--- config.mk ---
export PLATFORM = sky130hd
export DESIGN_NAME = tbre_regs
export DESIGN_NICKNAME = d
export VERILOG_FILES = /design/src/design/tbre_pkg.sv /design/src/design/tbre_regs.sv
export SDC_FILE = /design/constraint.sdc
export NUM_CORES = 1
export LEC_CHECK = 0
export BUFFER_PORTS_ARGS = -buffer_cell sky130_fd_sc_hd__buf_2
export CAP_MARGIN = 20
export CORE_MARGIN = 3
export CORE_UTILIZATION = 47
export DETAILED_ROUTE_END_ITERATION = 12
export GPL_TIMING_DRIVEN = 0
export MAX_ROUTING_LAYER = met4
export PLACE_DENSITY = 0.88
export SYNTH_ARGS = -nofsm -noshare
export SYNTH_HDL_FRONTEND = slang
export SYNTH_SLANG_ARGS = --single-unit
export TNS_END_PERCENT = 5
--- constraint.sdc ---
create_clock -name clk_i -period 1.8 [get_ports clk_i]
set_input_delay 0 -clock clk_i [delete_from_list [all_inputs] [get_ports clk_i]]
set_output_delay 0 -clock clk_i [all_outputs]
set_load 0.005 [all_outputs]
--- src/design/tbre_pkg.sv ---
// shared definitions for the tag revocation sweeper
// register map, tagged word width and the capability word view
package tbre_pkg;

  // tagged word, tag sits in the top bit
  localparam int unsigned TagW = 33;

  // register byte offsets on the wishbone port
  localparam logic [7:0] RegStart  = 8'h00;
  localparam logic [7:0] RegEnd    = 8'h04;
  localparam logic [7:0] RegCtrl   = 8'h08;
  localparam logic [7:0] RegStatus = 8'h0C;
  localparam logic [7:0] RegBitmap = 8'h10;

  // one data word seen either as plain data or as a capability
  typedef union packed {
    logic [31:0] raw;
    struct packed {
      logic [2:0]  perm;
      logic [28:0] addr8;
    } cap;
  } cap_word_u;

endpackage

--- src/design/tbre_regs.sv ---
// wishbone classic register block for the sweeper
// holds the range, kick, busy/done status and the revocation bitmap
module tbre_regs #(
  parameter int unsigned RevokeWords = 2
) (
  input  logic                      clk_i,
  input  logic                      rst_ni,
  input  logic                      wb_cyc_i,
  input  logic                      wb_stb_i,
  input  logic                      wb_we_i,
  input  logic [7:0]                wb_adr_i,
  input  logic [31:0]               wb_dat_i,
  output logic [31:0]               wb_dat_o,
  output logic                      wb_ack_o,
  input  logic                      tbre_done_i,
  output logic [31:0]               start_addr_o,
  output logic [31:0]               end_addr_o,
  output logic                      kick_o,
  output logic [RevokeWords*32-1:0] bitmap_o
);

  logic                      wb_req;
  logic                      ack_q;
  logic                      busy_q;
  logic                      done_q;
  logic [31:0]               start_q;
  logic [31:0]               end_q;
  logic                      kick_q;
  logic [RevokeWords*32-1:0] bitmap_q;
  logic [31:0]               rdata_d;
  logic [31:0]               rdata_q;

  // new access only while ack is low, so each access acks once
  assign wb_req = wb_cyc_i & wb_stb_i & ~ack_q;

  always_comb begin
    rdata_d = '0;
    case (wb_adr_i)
      tbre_pkg::RegStart:  rdata_d = start_q;
      tbre_pkg::RegEnd:    rdata_d = end_q;
      tbre_pkg::RegCtrl:   rdata_d = {31'd0, kick_q};
      tbre_pkg::RegStatus: rdata_d = {30'd0, done_q, busy_q};
      default: ;
    endcase
    for (int i = 0; i < RevokeWords; i++) begin
      if (wb_adr_i == tbre_pkg::RegBitmap + 8'(4 * i)) begin
        rdata_d = bitmap_q[32*i +: 32];
      end
    end
  end

  always_ff @(posedge clk_i or negedge rst_ni) begin
    if (!rst_ni) begin
      ack_q    <= 1'b0;
      start_q  <= '0;
      end_q    <= '0;
      kick_q   <= 1'b0;
      busy_q   <= 1'b0;
      done_q   <= 1'b0;
      bitmap_q <= '0;
    end else begin
      ack_q <= wb_req;
      if (wb_req && wb_we_i) begin
        if (wb_adr_i == tbre_pkg::RegStart) start_q <= wb_dat_i;
        if (wb_adr_i == tbre_pkg::RegEnd) end_q <= wb_dat_i;
        if (wb_adr_i == tbre_pkg::RegCtrl) begin
          kick_q <= wb_dat_i[0];
          // a kick starts a new sweep and drops the old done flag
          if (wb_dat_i[0]) begin
            busy_q <= 1'b1;
            done_q <= 1'b0;
          end
        end
        for (int i = 0; i < RevokeWords; i++) begin
          if (wb_adr_i == tbre_pkg::RegBitmap + 8'(4 * i)) begin
            bitmap_q[32*i +: 32] <= wb_dat_i;
          end
        end
      end
      if (tbre_done_i) begin
        busy_q <= 1'b0;
        done_q <= 1'b1;
      end
    end
  end

  always_ff @(posedge clk_i) begin
    if (wb_req) rdata_q <= rdata_d;
  end

  assign wb_ack_o     = ack_q;
  assign wb_dat_o     = rdata_q;
  assign start_addr_o = start_q;
  assign end_addr_o   = end_q;
  assign kick_o       = kick_q;
  assign bitmap_o     = bitmap_q;

  // the master keeps cyc and stb up until it has seen the ack
  a_ack_in_cycle: assert property (@(posedge clk_i) disable iff (!rst_ni)
    wb_ack_o |-> (wb_cyc_i && wb_stb_i));

endmodule

==> metrics.yaml <==
logic_synthesis:
  avgSynthCellArea_um2: 14.81
  syn_nets: 522
  ys_ff_latch: 164
  synth_cell_types: 30
  yosysWarnings: 0
  synth_top_area_share_pct: 46.87
  ys_seq_area_share_pct: 60.50
  syn_inst: 476
  synth_area_leaders: "dfrtp_1 47%, mux2_2 15%, edfxtp_1 14%, mux2_4 6.4%, mux2i_1 4.7%"
  syn_area_mm2: 0.007048
  yosysTopAreaCell: "dfrtp_1"
place:
  placed_cell_area_mm2: 0.008372
  gp_congestion: 0.8873
  dp_cells: 868
  place_hpwl_mm: 12.87
  io_buffers: 206
finish:
  drive_gt1_share_pct: 51.86
  seqCellArea_mm2: 0.004264
  fillerInstances: 1050
  fin_util_pct: 64.58
  final_net_count: 785
  antenna_cells: 0
  final_common_cell: "buf_2"
  fin_cells: 936
  fin_area_mm2: 0.009422
  most-common-layout-cells: "208 x buf_2, 132 x dfrtp_1, 93 x mux2_2"
  multi_input_area_mm2: 0.002641
  area_growth_pct: 33.68
run_status:
  outcome: "finished, final reports clean"
floorplanning:
  coreArea_mm2: 0.01459
  die_w_um: 128.5
  die_h_um: 128.5
  start_util_pct: 48.31
  die-area_mm2: 0.01650
  rows: 44
  ios: 208
worst_setup_path:
  cp_max_fo: 10
  r2r_end: "end_addr_o[18]"
  crit_end: "end_addr_o[18]"
  timing_worst_setup_path_type: "reg -> reg"
  arrival_ps: 2080
  critPathLaunchType: "register"
  cp-end-kind: "register"
  crit_path_start: "wb_ack_o"
  cp.required_ps: 2100
  rr_worst_depth: 6
  regToRegStartpoint: "wb_ack_o"
  reg2reg_slack_ps: 20
timing:
  setup_violations: 0
  holdWs_ps: 34.55
  finalCriticalPeriod_ps: 1783
  max_freq_mhz: 560.9
  worst_pin_slew_ps: 894.9
  drv_slew: 0
  rsz0062_at_grt: "true"
  fin_skew_ps: 9.804
  final.period_utilization_pct: 99.04
  hold_violations: 0
  maxSlewHeadroom_pct: 40.34
drt:
  routed_wl_mm: 19.88
  wl_per_cell_um: 21.24
  firstDrtPassIters: 5
  drt_iter0_drc: 260
  drc: 0
  via_per_inst: 5.560
  antenna_left: 0
  dr_total_vias: 5204
pwr:
  total_leakage_power_nw: 5.014
  powerDensity_mw_per_mm2: 878.3
  ir_drop_mv: 0.7240
  finalPower_mw: 8.275
cts:
  clk_pin_slew_ps: 60
  cts_sinks: 164
  worstSkewPairLatency_ps: 420
  numCtsBuffers: 17
  cts_tree: "done"
  cts_root_buf: "clkbuf_16"
  cts_max_level: 4
  clk_path_buf_depth: 2
min_path:
  hold_class: "in -> reg"
global_route:
  grt-ovfl-total: 0
  grt_pass1_wl_mm: 29.95
  antenna_found_initial: 0
  track_usage_pct: 24.69
  grt_max_degree: 68
  first_global_vias: 5349
flow_run:
  max_cap_violations: 0
[flip-flops by register name, summed over array words and instances (netlist names)]
signal,cells
end_addr_o,32
busy_q,1
wb_ack_o,1
wb_dat_o,32
kick_o,1
done_q,1
bitmap_o,64
start_addr_o,32
[timing repair]
item,CTS,global route
endpoints found under the hold margin,196,0
gates resized for setup,7,13
setup endpoints to repair,120,104
hold buffers,34,0
setup buffers,1,1
[cell type report]
class / instances / share of cell area (%)
sequential: 164 / 45.26
multi-input combinational: 279 / 28.03
timing repair buffer: 244 / 15.41
clock buffer: 17 / 4.515
tap: 184 / 2.444
clock inverter: 15 / 2.271
buffer: 30 / 1.952
inverter: 3 / 0.1195
[how the worst min path moves through the flow]
| stage | start | to | slack, ps | depth (start not counted) |
|---|---|---|---|---|
| after global placement | tbre_done_i | busy_q | 180 | 2 |
| after floorplan | rst_ni | bitmap_o[0] | -300 | 0 |
| after detailed placement | rst_ni | wb_ack_o | 30 | 1 |
| final | wb_adr_i[7] | kick_o | 30 | 5 |
| after CTS | wb_adr_i[7] | kick_o | 20 | 5 |
| after global routing | wb_adr_i[4] | kick_o | 40 | 4 |
[metrics by stage]
stage,TNS (ps),setup slack (ps)
2_1_floorplan,0,72.97
4_1_cts,-1523,-57.76
3_3_place_gp,-171170,-1049
6_report,0,17.20
3_5_place_dp,-24880,-296.6
5_1_grt,-41.19,-9.015
[kinds of logic after synthesis]
kind of cell / synth area share [%]
AOI/OAI and AO/OA: 6.409
buffers and inverters: 2.308
DFF: 60.50
muxes: 27.05
and+or+nand+nor: 3.728
[cell usage after synthesis, drive strengths merged]
cell and instances:
nor3 4, a21o 1, a22oi 1, mux2i 33
buf 16, or3 1, and3b 1, nand4 1
nand2 4, clkbuf 14, nor2 34, or4 2
nor2b 1, o21a 30, mux2 128, o21ai 2
dfrtp 132, inv 3, nand4b 1, o22ai 30
mux4 1, nand3 1, edfxtp 32, a32oi 1
or2 1, a21oi 1
[per-layer routing]
layer	global-route usage (%)	routed length, um	vias to the layer above
met5	-	0	-
met3	5.147	1382	40
li1	-	-	2279
met4	9.114	347	0
met2	40.42	9934	246
met1	30.37	8215	2639
[critical path, cell delays in order, from the launching register on]
cell      delay, ps
dfrtp_1         370
nand4b_1        190
buf_6           170
or3_1           320
buf_6           150
buf_8           150
mux2_4          310
[power breakdown]
part | total (mW) | switching, mW | leakage, nW | internal, mW
clock network | 3.93 | 1.58 | 0.299 | 2.36
registers | 3.87 | 0.0371 | 2.16 | 3.84
logic | 0.468 | 0.254 | 2.55 | 0.213
Note: power is estimated with default switching activity, not from simulation.
