[src/design/tbre_pkg.sv]
// shared definitions for the tag revocation sweeper
// register map, tagged word width and the capability word view
package tbre_pkg;

  // tagged word, tag sits in the top bit
  localparam int unsigned TagW = 33;

  // register byte offsets on the wishbone port
  localparam logic [7:0] RegStart  = 8'h00;
  localparam logic [7:0] RegEnd    = 8'h04;
  localparam logic [7:0] RegCtrl   = 8'h08;
  localparam logic [7:0] RegStatus = 8'h0C;
  localparam logic [7:0] RegBitmap = 8'h10;

  // one data word seen either as plain data or as a capability
  typedef union packed {
    logic [31:0] raw;
    struct packed {
      logic [2:0]  perm;
      logic [28:0] addr8;
    } cap;
  } cap_word_u;

endpackage

[src/design/lsu_arbiter.sv]
// memory arbiter between the core port and the sweep engine
// core has priority, responses are routed back to the granted side
module lsu_arbiter (
  input  logic                      clk_i,
  input  logic                      rst_ni,
  input  logic                      cpu_req_i,
  input  logic                      cpu_we_i,
  input  logic [31:0]               cpu_addr_i,
  input  logic [tbre_pkg::TagW-1:0] cpu_wdata_i,
  output logic                      cpu_done_o,
  output logic                      cpu_rvalid_o,
  output logic [tbre_pkg::TagW-1:0] cpu_rdata_o,
  input  logic                      eng_req_i,
  input  logic                      eng_we_i,
  input  logic                      eng_is_cap_i,
  input  logic [31:0]               eng_addr_i,
  input  logic [tbre_pkg::TagW-1:0] eng_wdata_i,
  output logic                      eng_done_o,
  output logic                      eng_resp_valid_o,
  output logic                      eng_resp_is_wr_o,
  output logic                      eng_resp_err_o,
  output logic [tbre_pkg::TagW-1:0] eng_rdata_o,
  output logic                      snoop_req_o,
  output logic                      snoop_done_o,
  output logic                      snoop_we_o,
  output logic [31:0]               snoop_addr_o,
  output logic                      mem_en_o,
  output logic                      mem_we_o,
  output logic [31:0]               mem_addr_o,
  output logic [tbre_pkg::TagW-1:0] mem_wdata_o,
  input  logic [tbre_pkg::TagW-1:0] mem_rdata_i,
  input  logic                      mem_err_i
);

  logic cpu_rsp_q;
  logic eng_rsp_q;
  logic eng_wr_q;
  logic [31:0] eng_addr;

  assign cpu_done_o = cpu_req_i;
  assign eng_done_o = eng_req_i & ~cpu_req_i;

  // capability accesses start at the granule base
  assign eng_addr = eng_is_cap_i ? {eng_addr_i[31:3], 3'b000} : eng_addr_i;

  assign mem_en_o    = cpu_req_i | eng_req_i;
  assign mem_we_o    = cpu_req_i ? cpu_we_i : eng_we_i;
  assign mem_addr_o  = cpu_req_i ? cpu_addr_i : eng_addr;
  assign mem_wdata_o = cpu_req_i ? cpu_wdata_i : eng_wdata_i;

  always_ff @(posedge clk_i or negedge rst_ni) begin
    if (!rst_ni) begin
      cpu_rsp_q <= 1'b0;
      eng_rsp_q <= 1'b0;
      eng_wr_q  <= 1'b0;
    end else begin
      cpu_rsp_q <= cpu_done_o;
      eng_rsp_q <= eng_done_o;
      eng_wr_q  <= eng_done_o & eng_we_i;
    end
  end

  assign cpu_rvalid_o     = cpu_rsp_q;
  assign cpu_rdata_o      = mem_rdata_i;
  assign eng_resp_valid_o = eng_rsp_q;
  assign eng_resp_is_wr_o = eng_wr_q;
  assign eng_resp_err_o   = mem_err_i;
  assign eng_rdata_o      = mem_rdata_i;

  // every core access is visible to the engine
  assign snoop_req_o  = cpu_req_i;
  assign snoop_done_o = cpu_done_o;
  assign snoop_we_o   = cpu_we_i;
  assign snoop_addr_o = cpu_addr_i;

  // the engine waits for each response before it asks again
  a_one_outstanding: assert property (@(posedge clk_i) disable iff (!rst_ni)
    eng_done_o |=> !eng_req_i);

endmodule

[config.mk]
export PLATFORM = sky130hd
export DESIGN_NAME = lsu_arbiter
export DESIGN_NICKNAME = d
export VERILOG_FILES = /design/src/design/tbre_pkg.sv /design/src/design/lsu_arbiter.sv
export SDC_FILE = /design/constraint.sdc
export NUM_CORES = 1
export LEC_CHECK = 0
export BUFFER_PORTS_ARGS = -buffer_cell sky130_fd_sc_hd__buf_2
export CAP_MARGIN = 20
export CORE_AREA = 3 3 134 136
export DETAILED_ROUTE_END_ITERATION = 7
export DIE_AREA = 0 0 137 139
export HOLD_SLACK_MARGIN = 0.02
export SYNTH_ARGS = -nofsm -noshare
export SYNTH_HDL_FRONTEND = slang
export SYNTH_SLANG_ARGS = --single-unit
[constraint.sdc]
create_clock -name clk_i -period 0.9 [get_ports clk_i]
set_input_delay 0.18 -clock clk_i [delete_from_list [all_inputs] [get_ports clk_i]]
set_output_delay 0.18 -clock clk_i [all_outputs]
set_load 0.02 [all_outputs]
==> results of run 1 <==
-- final timing paths --
| kind | slack [ps] | to | cells past startpoint |
|---|---|---|---|
| worst max-delay path | -230 | mem_addr_o[29] | 4 |
| worst min-delay path | 190 | eng_resp_is_wr_o | 2 |
| max in group asynchronous | 470 | cpu_rvalid_o | 2 |
| min in group asynchronous | 310 | eng_resp_is_wr_o | 2 |
-- what timing repair did --
action,CTS,global route
endpoints found under the hold margin,3,0
hold buffers,1,0
resized for setup,81,53
pin swaps,1,1
gates cloned,7,3
endpoints found under the setup margin,70,70
-- final cells by class --
class	count	area share
Clock buffer	4	0.0226
Sequential cell	3	0.0215
Timing Repair Buffer	263	0.572
Tap cell	225	0.0807
Multi-Input combinational cell	72	0.303
-- synth_stat cells, drive strengths merged --
library cell,instances,share of area
buf,111,0.44
mux2,63,0.49
dfrtp,3,0.039
a22o,2,0.0090
and2,1,0.0032
nand2,1,0.0019
nand2b,1,0.0032
nor2,1,0.0019
nor2b,1,0.0045
o21ai,1,0.0026
or2,1,0.0032
-- flip-flops by register name (all words and copies together) (netlist names) --
register and flops:
eng_resp_is_wr_o 1, cpu_rvalid_o 1, eng_resp_valid_o 1
-- routing by layer --
metal | vias to the layer above | routed length (um)
met5 | - | 0
met4 | 0 | 54
met3 | 12 | 863
met2 | 159 | 3910
met1 | 802 | 3140
li1 | 834 | -
-- cell usage in the layout (no fill, tap or decap), drive strengths merged --
cell and n:
a22o 2, and2 1, buf 259, clkbuf 7
dfrtp 3, dlygate4sd3 1, mux2 63, nand2 1
nand2b 1, nor2 1, nor2b 1, o21ai 1
or2 1
-- critical path: stages --
cell and delay, ps:
buf_16 140, buf_16 160, mux2_4 330, buf_6 140
-- per-stage QoR --
stage | instances | instance area [um2]
floorplan | 186 | 2030
global placement | 552 | 2720
detailed placement | 552 | 2720
CTS | 564 | 3250
global route | 567 | 3490
finish | 567 | 3490
-- power groups by stage --
| stage | Combinational [uW] | Sequential, uW | Clock [uW] |
|---|---|---|---|
| after floorplan | 1550 | 154 | 0 |
| after global placement | 1660 | 145 | 0 |
| after detailed placement | 1680 | 145 | 0 |
| after CTS | 1990 | 145 | 703 |
| after global routing | 2250 | 146 | 715 |
| final | 2130 | 145 | 691 |
-- cells by family after synthesis --
kind of cell           after synthesis  share of synthesized area
muxes                               63                      0.487
and+or+nand+nor                      6                     0.0180
DFF                                  3                     0.0387
AOI/OAI and AO/OA                    3                     0.0116
buffers and inverters              111                      0.445
==> results.cfg, run 1 <==
[logic_synthesis]
synthCells = 186
synth_nets = 357
ys_warn_count = 0
ys_seq_area_frac = 0.0387
synth_area_per_cell_um2 = 10.4
netlist_area_mm2 = 0.00194
ys_types = 12
ys_seq_elements = 3

[critical_path]
end_kind = primary output
cp_data_arrival_time_ps = 950
required_ps = 720
cp_max_fo = 8
start_kind = primary input
crit_type = in -> out
critPathLaunch = cpu_req_i

[drt]
routed_wl_um = 7970
drt_pre_antenna_iters = 4
drc = 0
drt-vias-per-instance = 3.19
routed-via-count = 1807
postRouteAntennaNets = 0
route.detailed.wl_per_inst_um = 14.1
drt_iter0_markers = 21

[power]
leakage_uw = 0.00192
p_int_uw = 1910
p_switching_uw = 1050
p_total_uw = 2960
comb_power_share = 0.718
clkPwrFrac = 0.233
seq_power_share = 0.049
swShare = 0.354
p_per_area_mw_per_mm2 = 849
peakVddDrop_uv = 559

[sta]
slew_headroom = 0.914
fin_tns_setup_ps = -13180
worst-slew-pin-transition_ps = 131
drv_slew = 0
max_freq_ghz = 0.886
whs_ps = 192
rsz0062_at_grt = yes
hold_viol_final = 0
setup_viol = 67
period_share = 1.25
period_needed_ps = 1130
timing.final.ws_setup_ps = -228

[clocking]
post-cts-setup-buffers = 0
cts_sinks = 3
cts_tree = yes
cts-root-buf = clkbuf_16
numCtsBuffers = 3
ctsHtreeMaxLevel = 1
clk_pin_slew_worst_paths_ps = 30
cts_max_path_buffers = 2

[global_route]
gr-usage-all-layers = 0.0720
antenna_found_initial = 0
use_met3 = 0.0229
top_usage_layer = met2
grt_max_degree = 16
met2_usage = 0.123
met1_usage = 0.0905
grt-ovfl-total = 0
grt_pass1_vias = 1799
grt_first_pass_wirelength_um = 10300

[placement]
gp_congestion = 0.739
port_buffers = 243
dp_hpwl_um = 6220
place_ws_ps = -365

[final_layout]
utilization = 0.205
nFillCells = 1858
drive_above_1_share = 0.982
register_area_um2 = 75.1
final_nets = 514
area_delta_synth_final_pct = 79.7
multiInputGateArea_mm2 = 0.00106
antennaDiodeCount = 0

[die]
die-area_mm2 = 0.0190
pin_count = 345
rows = 48
core_region_area_mm2 = 0.0171
start_util = 0.114
dieWidth_um = 137
chipHeight_um = 139

[worst_hold_path]
worstHoldPathType = in -> reg
min_from = eng_we_i

[run]
maxCapViolations = 0

[outcome]
violations = setup timing
status = finished with violations
Power figures use the tool's default switching activity.
==> inputs of run 2 (changes only) <==
--- a/config.mk
+++ b/config.mk
@@ -5,11 +5,12 @@
 export SDC_FILE = /design/constraint.sdc
 export NUM_CORES = 1
 export LEC_CHECK = 0
+export ABC_AREA = 1
 export BUFFER_PORTS_ARGS = -buffer_cell sky130_fd_sc_hd__buf_2
 export CAP_MARGIN = 20
-export CORE_AREA = 3 3 134 136
+export CORE_AREA = 3 3 132 134
 export DETAILED_ROUTE_END_ITERATION = 7
-export DIE_AREA = 0 0 137 139
+export DIE_AREA = 0 0 135 137
 export HOLD_SLACK_MARGIN = 0.02
 export SYNTH_ARGS = -nofsm -noshare
 export SYNTH_HDL_FRONTEND = slang
==> run 2 against run 1 <==
Against the previous run: the run still ends with setup timing left; combinational power barely moved; hold slack improved by 85 ps; die area fell by 2.9%; synthesized cell count rose by 74%; worst setup slack improved by 80 ps; critical path type unchanged; largest power group unchanged; highest routed layer is now met5.
==> results.cfg, run 2 <==
[sta]
setup_viol = 71
max_freq_ghz = 0.954
whs_ps = 277
period_needed_ps = 1050
rsz0062_at_grt = yes
timing.final.ws_setup_ps = -148
period_share = 1.16
worst-slew-pin-transition_ps = 196
hold_viol_final = 0
slew_headroom = 0.869
drv_slew = 0

[clocking]
ctsHtreeMaxLevel = 1
clk_pin_slew_worst_paths_ps = 30
cts-root-buf = clkbuf_16
cts_max_path_buffers = 2
numCtsBuffers = 3
cts_tree = yes
cts_sinks = 3

[global_route]
grt-ovfl-total = 0
antenna_found_initial = 1
grt_pass1_vias = 2265
grt_first_pass_wirelength_um = 12000
gr-usage-all-layers = 0.0843
grt_max_degree = 25

[die]
dieWidth_um = 135
pin_count = 345
die-area_mm2 = 0.0185
chipHeight_um = 137
start_util = 0.105
core_region_area_mm2 = 0.0164
rows = 47

[final_layout]
antennaDiodeCount = 0
final_nets = 644
nFillCells = 1830
drive_above_1_share = 0.778
most-common-layout-cells = buf_2 (173), nand2_1 (98), nand2_2 (85)
final_common_cell = buf_2
area_delta_synth_final_pct = 103

[logic_synthesis]
synthMuxAreaShare = 0
ys_seq_elements = 3
synth_flop_cell = dfrtp_1
netlist_top_cells_count = nand2_1 (199), buf_4 (106), buf_2 (8)
synth_fa_ha_area_frac = 0
netlist_area_mm2 = 0.00172
synth_xor_area_frac = 0
synthTopCellsByArea = buf_4 (46%), nand2_1 (43%), dfrtp_1 (4.4%), buf_2 (2.3%), buf_6 (2.0%)
synth_edf_count = 0
synthCells = 324
synth_compound_area_frac = 0
ys_seq_area_frac = 0.0436
ys_warn_count = 0
ys_types = 9
synth_top_area_frac = 0.463
synth_area_per_cell_um2 = 5.31
synth_top_family_by_area = buffers and inverters
synthSimpleGateAreaFrac = 0.445
yosys.area.top_type = buf_4
async_flop_share = 1.00
synth_most_common_cell = nand2_1
synth_nets = 495

[placement]
port_buffers = 243
place_ws_ps = -258
dp_hpwl_um = 6480
gp_congestion = 0.696

[critical_path]
crit_end = mem_wdata_o[7]
cp_top_family = buffers and inverters
crit_slowest_cell = buf_16
worst_path_largest_cell_delay_ps = 140
required_ps = 720
worstPathCellList = buf_12 -> inv_12 -> buf_12 -> buf_16 -> nand2_2 -> nand2_2 -> buf_6
path_depth = 7
crit_type = in -> out
end_kind = primary output
critPathLaunch = cpu_req_i
crit_buf_inv = 5
cp_data_arrival_time_ps = 870
cp_max_fo = 8
start_kind = primary input

[drt]
drc = 0
drt_pre_antenna_iters = 4
drt-vias-per-instance = 3.50
routed_wl_um = 8880
drt_iter0_markers = 53
postRouteAntennaNets = 0
route.detailed.wl_per_inst_um = 12.8
routed-via-count = 2420

[outcome]
violations = setup timing
status = finished with violations

[worst_hold_path]
worstHoldPathType = in -> async

[power]
leakage_uw = 0.00201
peakVddDrop_uv = 738
p_per_area_mw_per_mm2 = 846
p_total_uw = 2960

[run]
maxCapViolations = 0
run 2: cell types whose count changed after synthesis, moves of 2 or more:
cell,change
buf_6,-5
buf_2,+8
nand2_1,+198
a22o_1,-2
mux2_4,-63
buf_4,+3
run 2: cell families after synthesis:
kind of cell,Yosys count
and+or+nand+nor,202
DFF,3
buffers and inverters,119
run 2: final cells by class:
cell class | instances | area [um2] | share of cell area
Sequential cell | 3 | 75.1 | 0.0215
Multi-Input combinational cell | 202 | 1110 | 0.316
Tap cell | 220 | 275 | 0.0787
Inverter | 2 | 20.0 | 0.00572
Clock buffer | 4 | 78.8 | 0.0225
Timing Repair Buffer | 261 | 1940 | 0.556
run 2: layer usage:
| metal | up-vias | part of all wire | global-route usage |
|---|---|---|---|
| met1 | 1028 | 0.32 | 0.0819 |
| met2 | 195 | 0.52 | 0.165 |
| met5 | - | 0.0015 | 0 |
| li1 | 1156 | - | - |
| met4 | 2 | 0.040 | 0.0381 |
| met3 | 39 | 0.12 | 0.0228 |
run 2: worst min path at each step:
stage	endpoint	slack, ps	cells past startpoint
floorplan	cpu_rvalid_o	-120	0
global placement	eng_resp_is_wr_o	-20	1
detailed placement	eng_resp_is_wr_o	-20	1
CTS	cpu_rvalid_o	280	2
global route	cpu_rvalid_o	290	2
finish	cpu_rvalid_o	280	2
run 2: timing repair:
action	in CTS	in global routing
setup buffers	3	1
endpoints found under the setup margin	74	74
gates resized for setup	180	23
cloned	5	0
endpoints found under the hold margin	3	0
hold buffers	1	0
pin swaps	6	3
run 2: per-stage QoR:
stage,cells,setup TNS (ps),cell area [um2],util
after floorplan,324,-1100,1880,-
after global placement,679,-13130,2610,0.159
after detailed placement,679,-13470,2610,0.159
after CTS,692,-7220,3440,0.210
after global routing,692,-9470,3500,0.213
final,692,-6820,3500,0.213
run 2: report_power, final:
| part | switching [uW] | total [uW] | internal [uW] |
|---|---|---|---|
| sequential | 4.76 | 147 | 142 |
| clock | 129 | 714 | 585 |
| combinational | 1100 | 2100 | 998 |
| total | 1240 | 2960 | 1720 |
