==> config.mk <==
export PLATFORM = sky130hd
export DESIGN_NAME = tbre_engine
export DESIGN_NICKNAME = d
export VERILOG_FILES = /design/src/design/tbre_pkg.sv /design/src/design/tbre_engine.sv
export SDC_FILE = /design/constraint.sdc
export NUM_CORES = 1
export LEC_CHECK = 0
export ABC_AREA = 0
export BUFFER_PORTS_ARGS = -buffer_cell sky130_fd_sc_hd__buf_2
export CORE_MARGIN = 4
export CORE_UTILIZATION = 45
export CTS_BUF_LIST = sky130_fd_sc_hd__clkbuf_8 sky130_fd_sc_hd__clkbuf_16
export DETAILED_ROUTE_END_ITERATION = 7
export PLACE_DENSITY_LB_ADDON = 0.08
export SYNTH_ARGS = -nofsm -noshare
export SYNTH_HDL_FRONTEND = slang
export SYNTH_SLANG_ARGS = --single-unit
==> constraint.sdc <==
create_clock -name clk_i -period 4 [get_ports clk_i]
set_clock_uncertainty 0.2 [all_clocks]
set_input_delay 0.4 -clock clk_i [delete_from_list [all_inputs] [get_ports clk_i]]
set_output_delay 0.4 -clock clk_i [all_outputs]
set_load 0.02 [all_outputs]
==> src/design/tbre_pkg.sv <==
// shared definitions for the tag revocation sweeper
// register map, tagged word width and the capability word view
package tbre_pkg;

  // tagged word, tag sits in the top bit
  localparam int unsigned TagW = 33;

  // register byte offsets on the wishbone port
  localparam logic [7:0] RegStart  = 8'h00;
  localparam logic [7:0] RegEnd    = 8'h04;
  localparam logic [7:0] RegCtrl   = 8'h08;
  localparam logic [7:0] RegStatus = 8'h0C;
  localparam logic [7:0] RegBitmap = 8'h10;

  // one data word seen either as plain data or as a capability
  typedef union packed {
    logic [31:0] raw;
    struct packed {
      logic [2:0]  perm;
      logic [28:0] addr8;
    } cap;
  } cap_word_u;

endpackage

==> src/design/tbre_engine.sv <==
// tag revocation sweep engine
// loads the low word of each granule and stores it back untagged when revoked
module tbre_engine #(
  parameter int unsigned FifoSize = 4,
  parameter int unsigned AddrHi   = 11
) (
  input  logic                      clk_i,
  input  logic                      rst_ni,
  input  logic [64:0]               tbre_ctrl_vec_i,
  output logic                      tbre_done_o,
  input  logic                      lsu_tbre_resp_valid_i,
  input  logic                      lsu_tbre_resp_err_i,
  input  logic                      lsu_tbre_resp_is_wr_i,
  input  logic [tbre_pkg::TagW-1:0] lsu_tbre_raw_lsw_i,
  input  logic                      lsu_tbre_req_done_i,
  input  logic                      lsu_tbre_addr_incr_i,
  output logic                      tbre_lsu_req_o,
  output logic                      tbre_lsu_is_cap_o,
  output logic                      tbre_lsu_we_o,
  output logic [31:0]               tbre_lsu_addr_o,
  output logic [tbre_pkg::TagW-1:0] tbre_lsu_wdata_o,
  input  logic                      snoop_lsu_req_done_i,
  input  logic                      snoop_lsu_req_i,
  input  logic                      snoop_lsu_is_cap_i,
  input  logic                      snoop_lsu_we_i,
  input  logic                      snoop_lsu_cheri_err_i,
  input  logic [31:0]               snoop_lsu_addr_i,
  input  logic                      trvk_en_i,
  input  logic                      trvk_clrtag_i
);

  localparam int unsigned FifoPtrW = $clog2(FifoSize);
  localparam logic [1:0] FsmIdle  = 2'd0;
  localparam logic [1:0] FsmLoad  = 2'd1;
  localparam logic [1:0] FsmWait  = 2'd2;
  localparam logic [1:0] SchNone  = 2'd0;
  localparam logic [1:0] SchLoad  = 2'd1;
  localparam logic [1:0] SchStore = 2'd2;

  logic              kick, kick_q, kick_rise;
  logic [31:0]       start_addr, end_addr, load_addr, store_addr;
  logic [1:0]        fsm_q, fsm_d, sch_q, sch_d;
  logic [AddrHi-3:0] cur_load_addr8, load_addr8_p1;
  logic              load_stop_cond, load_gnt, store_gnt, store_req_valid;
  logic              wait_resp_q, snoop_hit;
  logic              req_fifo_wr_en, cap_fifo_wr_en, shdw_fifo_wr_en, fifo_rd_en;
  logic              fifo_not_empty;
  logic [FifoPtrW:0] req_wr_ptr, cap_wr_ptr, shdw_wr_ptr, rd_ptr, os_req_cnt;

  // entry storage, the three FIFOs share one read pointer
  logic [AddrHi-3:0]             req_addr8_q [FifoSize];
  logic [FifoSize-1:0]           req_vld_q;
  logic [tbre_pkg::TagW:0]       cap_q [FifoSize];
  logic [FifoSize-1:0]           shdw_q;
  logic [AddrHi-3:0]             head_addr8;
  logic [tbre_pkg::TagW:0]       head_cap;

  assign kick       = tbre_ctrl_vec_i[64];
  assign end_addr   = tbre_ctrl_vec_i[63:32];
  assign start_addr = tbre_ctrl_vec_i[31:0];
  assign kick_rise  = kick & ~kick_q;

  assign tbre_done_o = (fsm_q != FsmIdle) && (fsm_d == FsmIdle);

  // address bits above AddrHi come from the start address
  assign load_addr  = {start_addr[31:AddrHi+1], cur_load_addr8, 3'b000};
  assign store_addr = {start_addr[31:AddrHi+1], head_addr8, 3'b000};

  assign tbre_lsu_req_o    = ((sch_q == SchLoad) | ((sch_q == SchStore) & store_req_valid))
                             & ~wait_resp_q;
  assign tbre_lsu_is_cap_o = (sch_q == SchLoad);
  assign tbre_lsu_we_o     = (sch_q == SchStore);
  assign tbre_lsu_addr_o   = (sch_q == SchLoad) ?
                             load_addr + {29'd0, lsu_tbre_addr_incr_i, 2'b00} : store_addr;
  assign tbre_lsu_wdata_o  = {1'b0, head_cap[31:0]};

  assign load_addr8_p1  = cur_load_addr8 + 1'b1;
  assign load_stop_cond = (load_addr8_p1 > end_addr[AddrHi:3]);
  assign load_gnt       = (sch_q == SchLoad) & lsu_tbre_req_done_i;
  assign store_gnt      = (sch_q == SchStore) & lsu_tbre_req_done_i;

  always_comb begin
    logic load_stall;
    logic req_fifo_full;

    load_stall    = (os_req_cnt >= FifoSize - 1);
    req_fifo_full = (os_req_cnt >= FifoSize);

    // walk progress
    fsm_d = fsm_q;
    if ((fsm_q == FsmIdle) && kick_rise) fsm_d = FsmLoad;
    else if ((fsm_q == FsmLoad) && load_gnt && load_stop_cond) fsm_d = FsmWait;
    else if ((fsm_q == FsmWait) && (os_req_cnt == 0)) fsm_d = FsmIdle;

    // alternate loads and invalidation stores
    sch_d = sch_q;
    case (sch_q)
      SchNone: begin
        if ((fsm_q == FsmLoad) && !req_fifo_full) sch_d = SchLoad;
        else if (store_req_valid) sch_d = SchStore;
      end
      SchLoad: begin
        if (load_gnt && (load_stall || (fsm_d == FsmWait))) begin
          sch_d = store_req_valid ? SchStore : SchNone;
        end
      end
      SchStore: begin
        if (store_gnt) sch_d = (fsm_q == FsmLoad) ? SchLoad : SchNone;
      end
      default: sch_d = SchNone;
    endcase
  end

  always_ff @(posedge clk_i or negedge rst_ni) begin
    if (!rst_ni) begin
      kick_q         <= 1'b0;
      fsm_q          <= FsmIdle;
      sch_q          <= SchNone;
      cur_load_addr8 <= '0;
      wait_resp_q    <= 1'b0;
      rd_ptr         <= '0;
      req_wr_ptr     <= '0;
      cap_wr_ptr     <= '0;
      shdw_wr_ptr    <= '0;
    end else begin
      kick_q <= kick;
      fsm_q  <= fsm_d;
      sch_q  <= sch_d;
      if (kick_rise && (fsm_q == FsmIdle)) cur_load_addr8 <= start_addr[AddrHi:3];
      else if (load_gnt) cur_load_addr8 <= load_addr8_p1;
      // one access in flight at a time
      if (load_gnt || store_gnt) wait_resp_q <= 1'b1;
      else if (lsu_tbre_resp_valid_i) wait_resp_q <= 1'b0;
      if (fifo_rd_en) rd_ptr <= rd_ptr + 1'b1;
      if (req_fifo_wr_en) req_wr_ptr <= req_wr_ptr + 1'b1;
      if (cap_fifo_wr_en) cap_wr_ptr <= cap_wr_ptr + 1'b1;
      if (shdw_fifo_wr_en) shdw_wr_ptr <= shdw_wr_ptr + 1'b1;
    end
  end

  // core write to the low word of a queued granule, a high word store leaves it alone
  assign snoop_hit = snoop_lsu_req_i & snoop_lsu_req_done_i & snoop_lsu_we_i
                     & ~snoop_lsu_cheri_err_i & (snoop_lsu_is_cap_i | ~snoop_lsu_addr_i[2])
                     & (snoop_lsu_addr_i[31:AddrHi+1] == start_addr[31:AddrHi+1]);

  always_ff @(posedge clk_i) begin
    for (int i = 0; i < FifoSize; i++) begin
      if (req_fifo_wr_en && (int'(req_wr_ptr[FifoPtrW-1:0]) == i)) begin
        req_addr8_q[i] <= cur_load_addr8;
        req_vld_q[i]   <= 1'b1;
      end else if (snoop_hit && (req_addr8_q[i] == snoop_lsu_addr_i[AddrHi:3])) begin
        req_vld_q[i] <= 1'b0;
      end
    end
    if (cap_fifo_wr_en) begin
      cap_q[cap_wr_ptr[FifoPtrW-1:0]] <= {lsu_tbre_resp_err_i, lsu_tbre_raw_lsw_i};
    end
    if (shdw_fifo_wr_en) shdw_q[shdw_wr_ptr[FifoPtrW-1:0]] <= trvk_clrtag_i;
  end

  assign os_req_cnt = req_wr_ptr - rd_ptr;
  assign head_addr8 = req_addr8_q[rd_ptr[FifoPtrW-1:0]];
  assign head_cap   = cap_q[rd_ptr[FifoPtrW-1:0]];

  assign fifo_not_empty = (req_wr_ptr != rd_ptr) && (cap_wr_ptr != rd_ptr)
                          && (shdw_wr_ptr != rd_ptr);

  // store only a tagged, revoked, error free word that no core write has touched
  assign store_req_valid = fifo_not_empty & head_cap[32] & shdw_q[rd_ptr[FifoPtrW-1:0]]
                           & req_vld_q[rd_ptr[FifoPtrW-1:0]] & ~head_cap[33];

  assign fifo_rd_en      = fifo_not_empty & (store_gnt | ~store_req_valid);
  assign req_fifo_wr_en  = load_gnt;
  assign cap_fifo_wr_en  = lsu_tbre_resp_valid_i & ~lsu_tbre_resp_is_wr_i;
  assign shdw_fifo_wr_en = trvk_en_i;

  a_no_idle_req: assert property (@(posedge clk_i) disable iff (!rst_ni)
    !(tbre_lsu_req_o && (fsm_q == FsmIdle) && !fifo_not_empty));

  a_os_bound: assert property (@(posedge clk_i) disable iff (!rst_ni)
    os_req_cnt <= FifoSize);

endmodule

==> results.md, run 1 <==
* Status: completed
* Global route hottest layer: met2
* Min-delay src: lsu_tbre_resp_is_wr_i
* Num rows at 52
* Gr usage total at 0.174
* Layout cell share with drive strength beyond 1 at 0.336
* Count of final hold-check violations at 0
* Max cap viols at 0
* Most common cell after layout, fill and taps aside: buf_2
* Comb pwr share at 0.333
* Mean Syn Cell Area at 15.7 um2
* P_int at 5.18 mW
* I/O pin cnt at 213
* Routed vias/inst at 5.13
* Clk pin slew, worst setup/hold paths at 0.06 ns
* EDFF count, synth at 176
* Antenna cells at 0
* Resize count post-CTS at 0
* Initial Utilization at 0.461
* Area Overhead vs Synth at 23.9%
* Reg2Reg Setup Slack at 0.75 ns
* Startpoint Class: register
* Global-route track usage on met1 at 0.230
* Worst EP arrival at 2.80 ns
* Clk buf depth at 3
* Die height at 153 um
* Min Clock Period, post-route at 3.40 ns
* RSZ-0062 raised after global routing: no
* Clock share of power at 0.267
* Worst slew margin at 0.324
* Mapped Cells at 599
* Post-synth cell types at 52
* Crit Path Category: reg2out
* Vias in the first global route at 6,103
* Root buffer cell: clkbuf_16
* Critical path fanouts, max at 26
* Largest net degree at the start of global routing at 36
* Post-synth ARST share at 0.130
* DRT Wirelength at 20.4 mm
* FF-to-FF Start: cur_load_addr8[0]
* Flop pwr share at 0.400
* CP Capture Type: output port
* Remaining antenna violation count at 0
* Fillers at 1,652
* Sequential share of the synthesized area at 0.641
* DP HPWL at 13.5 mm
* WP data required at 3.40 ns
* Psw at 2.62 mW
* Hold EP: cap_wr_ptr[0]
* Static Leak at 4.49 nW
* Cell Area, Synth at 9420 um2
* Port-buffer cells at 181
* Place WS at 0.800 ns
* CTS tree: built
* DIE WIDTH at 153 um
* Final period util at 0.849
* M2 GR Usage at 0.300
* Yosys warns at 0
* Cell depth of the worst flop-to-flop path at 11
* Cells after DPL at 1,008
* GP Congestion at 0.875
* Hold Crit Depth at 3
* Sw Share at 0.336
* Post-synthesis register bit count at 207
* Least-Margin Pin Slew at 1.01 ns
* Area after DPL at 10,400 um2
* Hold crit path type: in2reg
* Core footprint at 20,400 um2
* Initial antenna violation count at 0
* CTS H-Tree Depth at 1
* Grt total ovfl at 0
* Final setup margin at 0.604 ns
* Fin. max-slew vios at 0
* Final core area utilization at 0.571
* Ys flop type: edfxtp_1
* Iter 0 DRT Violations at 319
* Vias at 5,628
* Max Fclk at 0.294 GHz
* Avg WL per Cell at 18.6 um
* Power Dens Cells at 668 nW/um2
* Hold Worst Slack at 0.0315 ns
* Worst skew pair latency at 0.51 ns
* R2R Path End: sch_q[0]
* Non-Filler Instances at 1,098
* Design Area, Final at 11,700 um2
* Post-CTS Setup Bufs at 0
* Final setup fails at 0
* NumNets Final at 981
* First-pass GRT wire length at 32.5 mm
* DRC violation count after routing at 0
* DRT Pass-1 Iters at 4
* Clk sink count at 207
* TritonCTS Buffers at 23
* Commonest non-fill, non-tap cells in the layout: buf_2 (181), edfxtp_1 (176), xnor2_1 (64), nand2_1 (48), dlygate4sd3_1 (48)
* Largest vdd supply drop at 397 uV
* Die Area at 23,300 um2
* Power Total at 7.80 mW
* Global-route track usage on met3 at 0.0312
* CTS Hold Bufs at 48
* Setup tns final at 0 ns
## metal layers
layer,vias up,share of wire
li1,2634,-
met1,2785,0.43
met2,181,0.49
met3,28,0.057
met4,0,0.018
met5,-,0
## worst max-delay path by stage
stage                endpoint               from  cells after the start
2_1_floorplan        sch_q[0]  cur_load_addr8[0]                     11
3_3_place_gp         sch_q[0]  cur_load_addr8[0]                     11
3_5_place_dp         sch_q[0]  cur_load_addr8[0]                     11
4_1_cts        tbre_lsu_req_o          rd_ptr[0]                      7
5_1_grt        tbre_lsu_req_o          rd_ptr[0]                      7
6_report       tbre_lsu_req_o          rd_ptr[0]                      7
## cell usage after synthesis, types with 2 or more instances
cell | n | area [um2]
buf_4 | 23 | 173
dfxtp_1 | 4 | 80.1
edfxtp_1 | 176 | 5290
dfrtp_1 | 27 | 676
a221oi_2 | 3 | 45.0
nand4_1 | 14 | 87.6
nand3_1 | 17 | 85.1
xnor2_1 | 64 | 561
buf_2 | 7 | 35.0
clkbuf_1 | 15 | 56.3
and4b_1 | 2 | 20.0
ha_1 | 25 | 313
nand2_1 | 48 | 180
inv_1 | 20 | 75.1
and2_1 | 10 | 62.6
a21oi_1 | 4 | 20.0
xor2_1 | 23 | 201
nor2b_1 | 4 | 25.0
nor2_1 | 8 | 30.0
mux4_2 | 41 | 923
o21ai_0 | 17 | 85.1
nor4_1 | 5 | 31.3
nand2b_1 | 3 | 18.8
and3_1 | 5 | 31.3
a21o_1 | 7 | 52.6
## area by class of cell
cell class,count,area (um2),area share
Timing Repair Buffer,233,1420,0.121
Clock inverter,15,131,0.0113
Tap cell,270,338,0.0289
Clock buffer,27,631,0.0540
Inverter,21,78.8,0.00675
Sequential cell,207,6050,0.518
Multi-Input combinational cell,325,3030,0.260
## flip-flops by register name (all words and copies together), names as in the netlist
name            flops
cap_q             136
cap_wr_ptr          3
cur_load_addr8      9
fsm_q               2
kick_q              1
rd_ptr              3
req_addr8_q        36
req_vld_q           4
req_wr_ptr          3
sch_q               2
shdw_q              4
shdw_wr_ptr         3
wait_resp_q         1
## cell families after synthesis
group	Yosys count	synth area share
AOI/OAI and AO/OA	41	0.0337
xor gates and xnor gates	87	0.0809
adders and majority gates	27	0.0365
buffers and inverters	69	0.0385
DFF	207	0.641
muxes	43	0.101
other	1	0.000398
and+or+nand+nor	124	0.0683
## power by group through the flow
| stage | Clock, mW | Sequential (mW) | Combinational (mW) |
|---|---|---|---|
| after floorplan | 0 | 2.96 | 2.03 |
| after global placement | 0 | 3.15 | 2.56 |
| after detailed placement | 0 | 3.17 | 2.59 |
| after CTS | 2.13 | 3.13 | 2.65 |
| after global routing | 2.22 | 3.18 | 2.86 |
| final | 2.08 | 3.12 | 2.60 |
## critical path: stages (launching register included)
cell	delay [ns]
dfrtp_4	0.76
buf_4	0.37
and4b_1	0.26
a221oi_2	0.07
nor2_2	0.32
nand3_1	0.12
a21oi_1	0.19
buf_2	0.19
Note: power is estimated with default switching activity, not from simulation.
==> inputs of run 2 (changes only) <==
Settings changed: ABC_AREA 0 to 1.
Clock period 4 ns to 2.8 ns, I/O delays scaled along.
==> run 2 against run 1 <==
Sequential power rose by 35%. Critical path depth decreased by 1. Count of clock-buffer cells in the layout decreased by 4. Core utilization increased by 1.5 points. Via count is 25% higher. Area after synthesis is 2.0% higher. First-iteration DRC count up 1.3%. Non-clock buffer count is 37 higher. Setup slack worse by 0.53 ns. Critical path type unchanged.
==> results.md, run 2 <==
* Status: completed
* Num rows at 53
* Routed vias/inst at 4.98
* Crit path largest cell delay at 0.48 ns
* Vias at 7,063
* TritonCTS Buffers at 23
* Power Dens Cells at 982 nW/um2
* M1 WL at 9.94 mm
* Mean Syn Cell Area at 10.8 um2
* Cells after DPL at 1,318
* Count of final hold-check violations at 0
* WP data required at 2.32 ns
* Fin. max-slew vios at 0
* Min Clock Period, post-route at 2.73 ns
* Max Fclk at 0.367 GHz
* Clk buf depth at 3
* Largest vdd supply drop at 550 uV
* Largest register FFs at 136
* I/O pin cnt at 213
* Worst EP arrival at 2.25 ns
* Area contributors post-synth: edfxtp_1 (55%), dfrtp_1 (7.0%), nor2_1 (5.1%)
* Synth Area in Compound Gates at 0.101
* Worst slew margin at 0.538
* Avg WL per Cell at 16.5 um
* Adder-cell share of the synthesized area at 0.0346
* Vias in the first global route at 7,068
* DRC violation count after routing at 0
* Area after DPL at 10,800 um2
* Antenna cells at 0
* Synth Area in XOR/XNOR at 0.0456
* Largest area contributor in the netlist: edfxtp_1
* WP buf/inv at 2
* Root buffer cell: clkbuf_16
* CTS H-Tree Depth at 1
* NumNets Final at 1,299
* Core footprint at 21,000 um2
* Iter 0 DRT Violations at 323
* Clk pin slew, worst setup/hold paths at 0.06 ns
* Mux cell area share after synthesis at 0
* Layout cell share with drive strength beyond 1 at 0.258
* Worst skew pair latency at 0.51 ns
* Critical path fanouts, max at 6
* GP Congestion at 0.811
* CP Cell Sequence: ha_4 -> inv_2 -> fa_1 -> or2_4 -> nor4_4 -> buf_4
* Most common cell in the netlist: edfxtp_1
* Grt total ovfl at 0
* Metal2 WL at 11.9 mm
* Non-Filler Instances at 1,418
* Ys flop type: edfxtp_1
* Commonest cells post-synth: edfxtp_1 (176), nor2_1 (130), nand2_1 (105)
* Clk sink count at 207
* Sequential share of the synthesized area at 0.629
* Cell depth of the worst flop-to-flop path at 19
* Hold Crit Depth at 5
* Critical path's slowest cell: dfrtp_2
* Final setup fails at 0
* Largest net degree at the start of global routing at 45
* Post-synthesis register bit count at 207
* Mapped Cells at 887
* Area Overhead vs Synth at 28.4%
* CTS tree: built
* Crit Path Category: reg2out
* Most common cell after layout, fill and taps aside: buf_2
* Hold crit path type: in2reg
* Port-buffer cells at 181
* RSZ-0062 raised after global routing: yes
* DIE WIDTH at 154 um
* Power Total at 12.1 mW
* Static Leak at 5.14 nW
* DP HPWL at 14.4 mm
* Design Area, Final at 12,300 um2
* Commonest non-fill, non-tap cells in the layout: buf_2 (179), edfxtp_1 (176), nor2_1 (122), nand2_1 (99), o21ai_0 (90)
* CP Capture Type: output port
* Die height at 154 um
* Initial Utilization at 0.457
* EDFF count, synth at 176
* Max layer used: met4
* Top Family by Delay on Critical Path: adder cells
* Yosys warns at 0
* Area share of the largest cell type after synthesis at 0.550
* DRT Pass-1 Iters at 5
* Gr usage total at 0.187
* Cell Area, Synth at 9610 um2
* First-pass GRT wire length at 35.8 mm
* DRT Wirelength at 23.4 mm
* Crit. path cell count at 6
* Startpoint Class: register
* Post-synth ARST share at 0.130
* Post-synth cell types at 39
* Least-Margin Pin Slew at 0.692 ns
* Largest family of logic cells by synthesized area: simple AND/OR/NAND/NOR gates
* Final period util at 0.974
* Simple-Gate Fraction of Synth Area at 0.122
* Initial antenna violation count at 0
* Met3 wire len at 1.21 mm
* Die Area at 23,700 um2
* Max cap viols at 0
* Remaining antenna violation count at 0
[run 2: cell types whose count changed after synthesis, sizes merged, moves of 7 or more]
| cell | previous run | this run |
|---|---|---|
| nand2 | 48 | 105 |
| a31oi | 1 | 8 |
| a21oi | 4 | 15 |
| and2 | 10 | 0 |
| xnor2 | 64 | 18 |
| o22ai | 0 | 40 |
| inv | 21 | 91 |
| mux4 | 41 | 0 |
| nor2 | 9 | 132 |
| o21ai | 17 | 91 |
| xor2 | 23 | 32 |
[run 2: per-layer routing]
layer | GRT usage | vias to the layer above
met2 | 0.331 | 171
met4 | 0.0484 | 0
met1 | 0.239 | 3345
li1 | - | 3519
met5 | 0 | -
met3 | 0.0324 | 28
[run 2: final cells by class]
cell class / instances / area [um2]
clock inverter: 16 / 121
multi-input combinational: 535 / 3080
clock buffer: 23 / 576
sequential: 207 / 6040
inverter: 92 / 345
tap: 275 / 344
timing repair buffer: 270 / 1820
fill: 1765 / 8690
[run 2: worst reg2reg max path, delay by kind of cell, from the launching register on]
family / cells / cell delay [ns]
simple gates: 15 / 1.21
fa+ha+maj: 2 / 0.45
flops: 1 / 0.42
xor+xnor: 1 / 0.21
buf+inv: 1 / 0.11
[run 2: path summary, 6_finish.rpt]
kind | startpoint | end | slack, ns
worst max-delay path | rd_ptr[0] | tbre_done_o | 0.07
worst min-delay path | snoop_lsu_addr_i[11] | req_vld_q[1] | 0.10
worst max register to register | cur_load_addr8[0] | sch_q[1] | 0.15
worst min register to register | req_vld_q[1] | req_vld_q[1] | 0.27
max in group asynchronous | rst_ni | cur_load_addr8[2] | 1.81
min in group asynchronous | rst_ni | sch_q[1] | 0.13
[run 2: metrics by stage]
stage                      util  TNS, ns  hold WS (ns)  setup slack (ns)
after floorplan               -        0        -0.216            0.0467
after global routing      0.587   -0.208        0.0993            -0.111
after CTS                 0.576        0        0.0781            0.0292
final                     0.587        0         0.101            0.0733
after global placement    0.515        0         0.149            0.0378
after detailed placement  0.515  -0.0163         0.150           -0.0163
[run 2: cell families after synthesis]
kind of cell	Yosys count
compound gates	171
xor+xnor	50
fa+ha+maj	26
buf+inv	147
flops	207
other cells	1
simple gates	285
[run 2: repair_timing]
action | 4_1_cts | 5_1_grt
cloned | 1 | 2
hold endpoints to repair | 187 | 0
hold buffers | 50 | 0
pin swaps | 1 | 8
resized for setup | 6 | 32
buffers inserted | 2 | 6
setup endpoints to repair | 3 | 5
[run 2: power breakdown]
part           switching (mW)  internal (mW)  total [mW]
logic                    3.23           1.91        5.14
clock network            1.17           1.60        2.76
registers               0.308           3.90        4.20
total                    4.70           7.41        12.1
